===== src/logic/pet_consts.svh =====
`ifndef PET_CONSTS_SVH
`define PET_CONSTS_SVH

// Need inputs, in priority order food, health, rest, mood
`define PET_NUM_NEEDS 4

// Level encoding, 2 bits per need
`define PET_LEVEL_FULL 3
`define PET_LEVEL_EMPTY 0

// Test tour walks every need/phase pair once
`define PET_TOUR_LEN 16

// Flops on the step button before edge detection
`define PET_SYNC_STAGES 2

// Display codes
`define PET_CODE_IDLE 0
`define PET_CODE_STRIDE 3     // Codes per need (WARN, CRITICAL, CARE)

`endif


===== src/logic/pet_io_pkg.sv =====
`include "pet_consts.svh"

// Values crossing the top-level ports
package pet_io_pkg;

    // One need level, 3 is full
    typedef logic [1:0] level_t;

    // Display code
    typedef logic [3:0] display_code_t;

    // Bit 0 food, 1 medicine, 2 light, 3 ultrasonic
    typedef logic [`PET_NUM_NEEDS-1:0] enable_vec_t;

    // Care inputs, same bit order as the enables
    typedef logic [`PET_NUM_NEEDS-1:0] care_vec_t;

endpackage


===== src/logic/pet_state_pkg.sv =====
`include "pet_consts.svh"

// Internal pet state
package pet_state_pkg;

    // Encoding doubles as the index into the need bus
    typedef enum logic [1:0] {
        FOOD   = 2'd0,
        HEALTH = 2'd1,
        REST   = 2'd2,
        MOOD   = 2'd3
    } need_e;

    // Phase of the current need; IDLE means no need is being shown
    typedef enum logic [1:0] {
        IDLE     = 2'd0,
        WARN     = 2'd1,
        CRITICAL = 2'd2,
        CARE     = 2'd3
    } phase_e;

    // Upper bits pick the need, lower bits the phase
    typedef logic [$clog2(`PET_TOUR_LEN)-1:0] tour_pos_t;

endpackage


===== src/logic/need_bus_if.sv =====
`include "pet_consts.svh"

// Held levels and care inputs, sampled every clk
interface need_bus_if;

    pet_io_pkg::level_t    level [`PET_NUM_NEEDS];
    pet_io_pkg::care_vec_t care;    // Bit n cares for need n

    modport source (
        output level,
        output care
    );

    modport sink (
        input level,
        input care
    );

endinterface


===== src/logic/pet_fsm.sv =====
`include "pet_consts.svh"

module pet_fsm (
    input  logic                     clk,
    input  logic                     reset,
    need_bus_if.sink                 needs,
    input  logic                     test_mode,
    input  logic                     step_seen,
    input  pet_state_pkg::tour_pos_t tour_pos,
    output pet_state_pkg::need_e     need,
    output pet_state_pkg::phase_e    phase,
    output logic                     touring
);

    pet_state_pkg::need_e  need_d;
    pet_state_pkg::phase_e phase_d;
    pet_io_pkg::level_t    cur_level;
    logic                  cur_care;

    // Level and care input of the need being shown
    assign cur_level = needs.level[need];
    assign cur_care  = needs.care[need];

    always_comb begin
        need_d  = need;
        phase_d = phase;

        if (test_mode) begin
            // Tour position names the state directly
            if (step_seen) begin
                need_d  = pet_state_pkg::need_e'(tour_pos[3:2]);
                phase_d = pet_state_pkg::phase_e'(tour_pos[1:0]);
            end
        end else begin
            case (phase)
                pet_state_pkg::IDLE: begin
                    // Scan from lowest priority so food wins
                    for (int i = `PET_NUM_NEEDS - 1; i >= 0; i--) begin
                        if (needs.level[i] < `PET_LEVEL_FULL) begin
                            need_d  = pet_state_pkg::need_e'(i[1:0]);
                            phase_d = pet_state_pkg::WARN;
                        end
                    end
                end

                pet_state_pkg::WARN: begin
                    if (cur_level == `PET_LEVEL_EMPTY) begin
                        phase_d = pet_state_pkg::CRITICAL;
                    end else if (cur_care) begin
                        phase_d = pet_state_pkg::CARE;
                    end
                end

                pet_state_pkg::CRITICAL: begin
                    if (cur_care) begin
                        phase_d = pet_state_pkg::CARE;
                    end
                end

                pet_state_pkg::CARE: begin
                    if (cur_care) begin
                        phase_d = pet_state_pkg::CARE;    // Still caring
                    end else if (cur_level == `PET_LEVEL_FULL) begin
                        phase_d = pet_state_pkg::IDLE;
                    end else if (cur_level != `PET_LEVEL_EMPTY) begin
                        phase_d = pet_state_pkg::WARN;
                    end else begin
                        phase_d = pet_state_pkg::CRITICAL;
                    end
                end

                default: begin
                    phase_d = pet_state_pkg::IDLE;
                end
            endcase
        end
    end

    always_ff @(posedge clk or negedge reset) begin
        if (!reset) begin
            need    <= pet_state_pkg::FOOD;
            phase   <= pet_state_pkg::IDLE;
            touring <= 1'b0;
        end else begin
            need    <= need_d;
            phase   <= phase_d;
            touring <= test_mode;
        end
    end

endmodule


===== src/logic/pet_top.sv =====
module pet_top (
    input  logic                      clk,
    input  logic                      reset,
    input  pet_io_pkg::level_t        food_level,
    input  pet_io_pkg::level_t        health_level,
    input  pet_io_pkg::level_t        rest_level,
    input  pet_io_pkg::level_t        mood_level,
    input  logic                      food_button,
    input  logic                      medicine_button,
    input  logic                      light_sensor,
    input  logic                      ultrasonic_sensor,
    input  logic                      test_mode,
    input  logic                      test_step,
    output pet_io_pkg::display_code_t display,
    output logic                      food_enable,
    output logic                      medicine_enable,
    output logic                      light_enable,
    output logic                      ultrasonic_enable
);

    need_bus_if needs ();

    logic                     step_seen;
    pet_state_pkg::tour_pos_t tour_pos;
    pet_state_pkg::need_e     need;
    pet_state_pkg::phase_e    phase;
    logic                     touring;
    pet_io_pkg::enable_vec_t  enables;

    // Bus order follows need priority
    assign needs.level[0] = food_level;
    assign needs.level[1] = health_level;
    assign needs.level[2] = rest_level;
    assign needs.level[3] = mood_level;
    assign needs.care     = {ultrasonic_sensor, light_sensor, medicine_button, food_button};

    tour_stepper u_tour_stepper (
        .clk       (clk),
        .reset     (reset),
        .test_mode (test_mode),
        .test_step (test_step),
        .step_seen (step_seen),
        .tour_pos  (tour_pos)
    );

    pet_fsm u_pet_fsm (
        .clk       (clk),
        .reset     (reset),
        .needs     (needs.sink),
        .test_mode (test_mode),
        .step_seen (step_seen),
        .tour_pos  (tour_pos),
        .need      (need),
        .phase     (phase),
        .touring   (touring)
    );

    status_outputs u_status_outputs (
        .clk     (clk),
        .reset   (reset),
        .need    (need),
        .phase   (phase),
        .touring (touring),
        .display (display),
        .enables (enables)
    );

    assign food_enable       = enables[0];
    assign medicine_enable   = enables[1];
    assign light_enable      = enables[2];
    assign ultrasonic_enable = enables[3];

endmodule


===== src/logic/status_outputs.sv =====
`include "pet_consts.svh"

module status_outputs (
    input  logic                       clk,
    input  logic                       reset,
    input  pet_state_pkg::need_e       need,
    input  pet_state_pkg::phase_e      phase,
    input  logic                       touring,
    output pet_io_pkg::display_code_t  display,
    output pet_io_pkg::enable_vec_t    enables
);

    pet_io_pkg::display_code_t code_d;
    logic                      hold_off;

    // Three codes per need, phase picks one
    always_comb begin
        if (phase == pet_state_pkg::IDLE) begin
            code_d = pet_io_pkg::display_code_t'(`PET_CODE_IDLE);
        end else begin
            code_d = pet_io_pkg::display_code_t'(`PET_CODE_STRIDE * need + phase);
        end
    end

    // Actuators off while being cared for or touring
    assign hold_off = (phase == pet_state_pkg::CARE) || touring;

    always_ff @(posedge clk or negedge reset) begin
        if (!reset) begin
            display <= pet_io_pkg::display_code_t'(`PET_CODE_IDLE);
            enables <= '1;
        end else begin
            display <= code_d;
            if (hold_off) begin
                enables <= '0;
            end else begin
                enables <= '1;
            end
        end
    end

endmodule


===== src/logic/tour_stepper.sv =====
`include "pet_consts.svh"

module tour_stepper (
    input  logic                     clk,
    input  logic                     reset,
    input  logic                     test_mode,
    input  logic                     test_step,
    output logic                     step_seen,
    output pet_state_pkg::tour_pos_t tour_pos
);

    logic [`PET_SYNC_STAGES-1:0] step_sync;
    logic                        step_prev;
    logic                        step_rise;

    // Rising edge of the synchronized button
    assign step_rise = step_sync[`PET_SYNC_STAGES-1] & ~step_prev;

    always_ff @(posedge clk or negedge reset) begin
        if (!reset) begin
            step_sync <= '0;
            step_prev <= 1'b0;
        end else begin
            step_sync <= {step_sync[`PET_SYNC_STAGES-2:0], test_step};
            step_prev <= step_sync[`PET_SYNC_STAGES-1];
        end
    end

    // Count holds its value outside test mode
    always_ff @(posedge clk or negedge reset) begin
        if (!reset) begin
            step_seen <= 1'b0;
            tour_pos  <= '0;
        end else begin
            step_seen <= step_rise & test_mode;
            if (step_rise && test_mode) begin
                if (tour_pos == pet_state_pkg::tour_pos_t'(`PET_TOUR_LEN - 1)) begin
                    tour_pos <= '0;
                end else begin
                    tour_pos <= tour_pos + 1'b1;
                end
            end
        end
    end

endmodule

===== config.mk =====
export PLATFORM = sky130hd
export DESIGN_NAME = pet_top
export DESIGN_NICKNAME = d
export VERILOG_FILES = /design/src/logic/pet_io_pkg.sv /design/src/logic/pet_state_pkg.sv /design/src/logic/need_bus_if.sv /design/src/logic/pet_fsm.sv /design/src/logic/pet_top.sv /design/src/logic/status_outputs.sv /design/src/logic/tour_stepper.sv
export VERILOG_INCLUDE_DIRS = /design/src /design/src/logic
export SDC_FILE = /design/constraint.sdc
export NUM_CORES = 1
export LEC_CHECK = 0
export ABC_AREA = 1
export BUFFER_PORTS_ARGS = -buffer_cell sky130_fd_sc_hd__clkbuf_2
export CELL_PAD_IN_SITES_DETAIL_PLACEMENT = 1
export CELL_PAD_IN_SITES_GLOBAL_PLACEMENT = 1
export CORE_UTILIZATION = 39
export DETAILED_ROUTE_END_ITERATION = 6
export PLACE_DENSITY_LB_ADDON = 0.1
export SYNTH_ARGS = -nofsm -noshare
export SYNTH_HDL_FRONTEND = slang
export SYNTH_SLANG_ARGS = --single-unit

===== constraint.sdc =====
create_clock -name clk -period 4.84 [get_ports clk]
set_input_delay 0.242 -clock clk [delete_from_list [all_inputs] [get_ports clk]]
set_output_delay 0.242 -clock clk [all_outputs]
set_load 0.03 [all_outputs]

==> summary.md <==
| Metric | Value |
|---|---|
| Post-Synth Adder-Cell Area | around a tenth |
| Die height | between 50 and 60 µm |
| Die area | approximately 2900 µm² |
| Result of the run | complete, no violations |
| Number of post-CTS setup repair buffers | 0 |
| Post-route core utilization | roughly 48% |
| Total Neg Setup Slack | 0 ps |
| Kind of critical path | flip-flop to flip-flop |
| Largest area contributor in the netlist | dfrtp_1 |
| Overflow after GRT | 0 |
| CTS tree | done |
| Clock Path Buffers | 2 |
| Mean number of vias per cell | between 4 and 5 |
| Library cell used as clock root buffer | clkbuf_4 |
| Reported leakage power | approximately 0.66 nW |
| Max Transition Viols Final | 0 |
| Clock buffers created by TritonCTS | 3 |
| Effective utilization at floorplan | about two fifths |
| Post-synthesis xor/xnor area fraction | 0.839% |
| Max-Slew Margin vs Limit | between 60% and 70% |
| Iter 0 DRT Violations | 13 |
| I/O Buffers | 23 |
| Final critical-path share of the clock period | around two fifths |
| Number of synthesized register bits | 18 |
| Element type at the critical path end | flip-flop |
| Number of filler instances in the final layout | between 300 and 400 |
| Critical Path Start Type | flip-flop |
| Maximum ir drop on the vdd rail | a little under 0.0003 V |
| Remaining DRCs | 0 |
| Slowest-stage cell, CP | fa_1 |
| Cell-by-cell trace of the critical path | fa_1 > ha_1 > fa_1 > inv_1 > nor2_1 |
| Number of antenna-violating nets in the routed design | 0 |
| Vias in the first global route | approximately 850 |
| Yosys cell types | 23 |
| Number of H-tree levels | 1 |
| Largest clock skew in the final design | about 12 ps |
| Clk sinks | 18 |
| Detail-routed net length per standard cell | around 12 µm |
| Clock latency of the later-clocked register in the worst-skew pair | around 300 ps |
| Dominant combinational cell family by area after synthesis | simple AND/OR/NAND/NOR gates |
| Worst Slack Setup Final | between 2000 and 3000 ps |
| Minimum setup slack after placement | about 2900 ps |
| Final Hold Vio Count | 0 |
| Die boundary width | between 50 and 60 µm |
| Net count after synthesis | approximately 150 |
| Number of failing setup endpoints in the final timing report | 0 |
| Reg2reg setup slack | roughly 2900 ps |
| Pin count of the biggest net entering global routing | 19 |
| Required time of the critical path | 5080 ps |
| Min Hold Slack | roughly 55 ps |
| Stage delay of the slowest cell on the critical path | between 500 and 600 ps |
| Layout cell share with drive strength beyond 1 | a little over a quarter |
| Layout Area Growth over Synthesis | 15.8% |
| Area of the core | around 2500 µm² |
| Min-Delay Path Class | input port to flip-flop |
| Power per cell area | 514 nW/µm² |
| Total via count after detailed routing | 860 |
| Main area contributors after synthesis | dfrtp_1 (41%), nand2_1 (13%), ha_1 (6.0%) |
| Row cnt | 18 |
| Worst Tran Pin Value | about 460 ps |
| Share of the synthesized area in the top cell type | between 40% and 50% |
| Total GRT Usage | 19.1% |
| Total number of nets in the final design | ~170 |
| Warning count from the yosys run | 0 |
| Placer's final routability congestion estimate | 0.785 |
| First-pass iteration count of the detailed router | 4 |
| Antenna violations before repair | 0 |
| Post-synthesis instance area | ~1000 µm² |
| Max frequency | 505 MHz |
| First-pass GRT wire length | 3750 µm |
| Unrepaired setup endpoints after global routing | no |
| I/O pin count | 24 |
| Ant diodes | 0 |
| Final HPWL DP | approximately 1800 µm |
| Fraction of the yosys area taken by sequential cells | 43.3% |
| Maximum fanout along the worst path | 10 |
| Cell count after synthesis | between 100 and 150 |
| Total wire length after detailed routing | approximately 2200 µm |
| Clock period minus worst slack | about 2000 ps |
| Compound-gate portion of the synthesized area | 6.24% |
| Fraction of synthesized area in multiplexers | under 10% |
| Arrival time at the worst endpoint | around 2200 ps |
| Clock transition time at the flip-flop clock pins of the worst setup and hold paths | 110 ps |
| Cell mode on critical path | fa_1 |
| Simple-gate share of the synthesized area | 30.2% |
| Number of violations of the max-capacitance limit | 0 |
| Average size of a mapped cell | roughly 8.4 µm² |
cell type report:
type                       count  area (µm²)  share of cell area, %
multi-input combinational     88         503                   41.6
clock buffer                   4        36.3                   3.00
inverter                      14        55.1                   4.55
timing repair buffer          24         125                   10.4
tap                           30        37.5                   3.11
sequential                    18         452                   37.4
critical path, delay by kind of cell, from the launching register on:
kind	cells	cell delay, ps
buf+inv	1	40
fa+ha+maj	3	1260
simple gates	1	90
flops	1	540
through the flow:
step                instance area, µm²  instances  total power [mW]
floorplan                         1040        124             0.458
global placement                  1160        173             0.514
detailed placement                1160        173             0.532
CTS                               1210        178             0.630
global route                      1210        178             0.685
finish                            1210        178             0.621
synth_stat cells:
cell type	count
dfrtp_1	17
buf_6	1
inv_2	3
a32o_1	2
o21ai_1	1
dfstp_2	1
mux2_1	1
buf_4	3
ha_1	5
nand2_2	4
nand4_2	1
nor2_1	12
inv_4	1
xor2_1	1
nor2_4	1
nand2_1	37
nor2_8	1
fa_1	2
a21oi_1	6
inv_1	10
and3_2	1
o21ai_0	2
nand3_1	11
kinds of logic (layout without fill, tap and decap cells):
family | after synthesis | in the layout
simple gates | 68 | 68
buf+inv | 18 | 42
xor+xnor | 1 | 1
mux | 1 | 1
flops | 18 | 18
fa+ha+maj | 7 | 7
compound gates | 11 | 11
flip-flops by register name, summed over array words and instances, names as in the netlist:
signal	count
u_status_outputs.display	4
u_tour_stepper.tour_pos	4
u_pet_fsm.need	2
u_pet_fsm.phase	2
u_tour_stepper.step_sync	2
u_pet_fsm.touring	1
u_status_outputs.enables	1
u_tour_stepper.step_prev	1
u_tour_stepper.step_seen	1
per-layer routing:
layer / track usage, % / vias up / routed length, µm
li1: - / 438 / -
met1: 21.8 / 405 / 950
met5: 0 / - / 0
met4: 6.58 / 0 / 32
met3: 5.08 / 5 / 71
met2: 33.7 / 12 / 1150
cell usage in the layout, fill, tap and decap left out, types with 2 or more instances in the layout:
cell	count
nand2_1	37
clkbuf_2	23
dfrtp_1	17
nor2_1	12
nand3_1	11
inv_1	10
a21oi_1	6
ha_1	5
nand2_2	4
inv_2	3
clkbuf_4	3
a32o_1	2
o21ai_0	2
fa_1	2
power by group:
part	leakage, nW	internal, mW	switching, mW
registers	0.218	0.196	0.0519
logic	0.422	0.105	0.176
clock network	0.0210	0.0459	0.0461
total	0.661	0.347	0.274
repair_timing:
action | in CTS | in global routing
hold buffers | 1 | 0
resized for setup | 0 | 0
endpoints found under the hold margin | 17 | 0
final timing paths:
check                                         endpoint  cells past startpoint         startpoint
setup / recovery           u_status_outputs.display[2]                      5  u_pet_fsm.need[0]
hold / removal             u_tour_stepper.step_sync[0]                      1          test_step
setup reg to reg           u_status_outputs.display[2]                      5  u_pet_fsm.need[0]
hold reg to reg            u_status_outputs.enables[2]                      1  u_pet_fsm.touring
max in group asynchronous  u_status_outputs.enables[2]                      2              reset
min in group asynchronous            u_pet_fsm.need[0]                      2              reset
(Power assumes the default switching activity.)
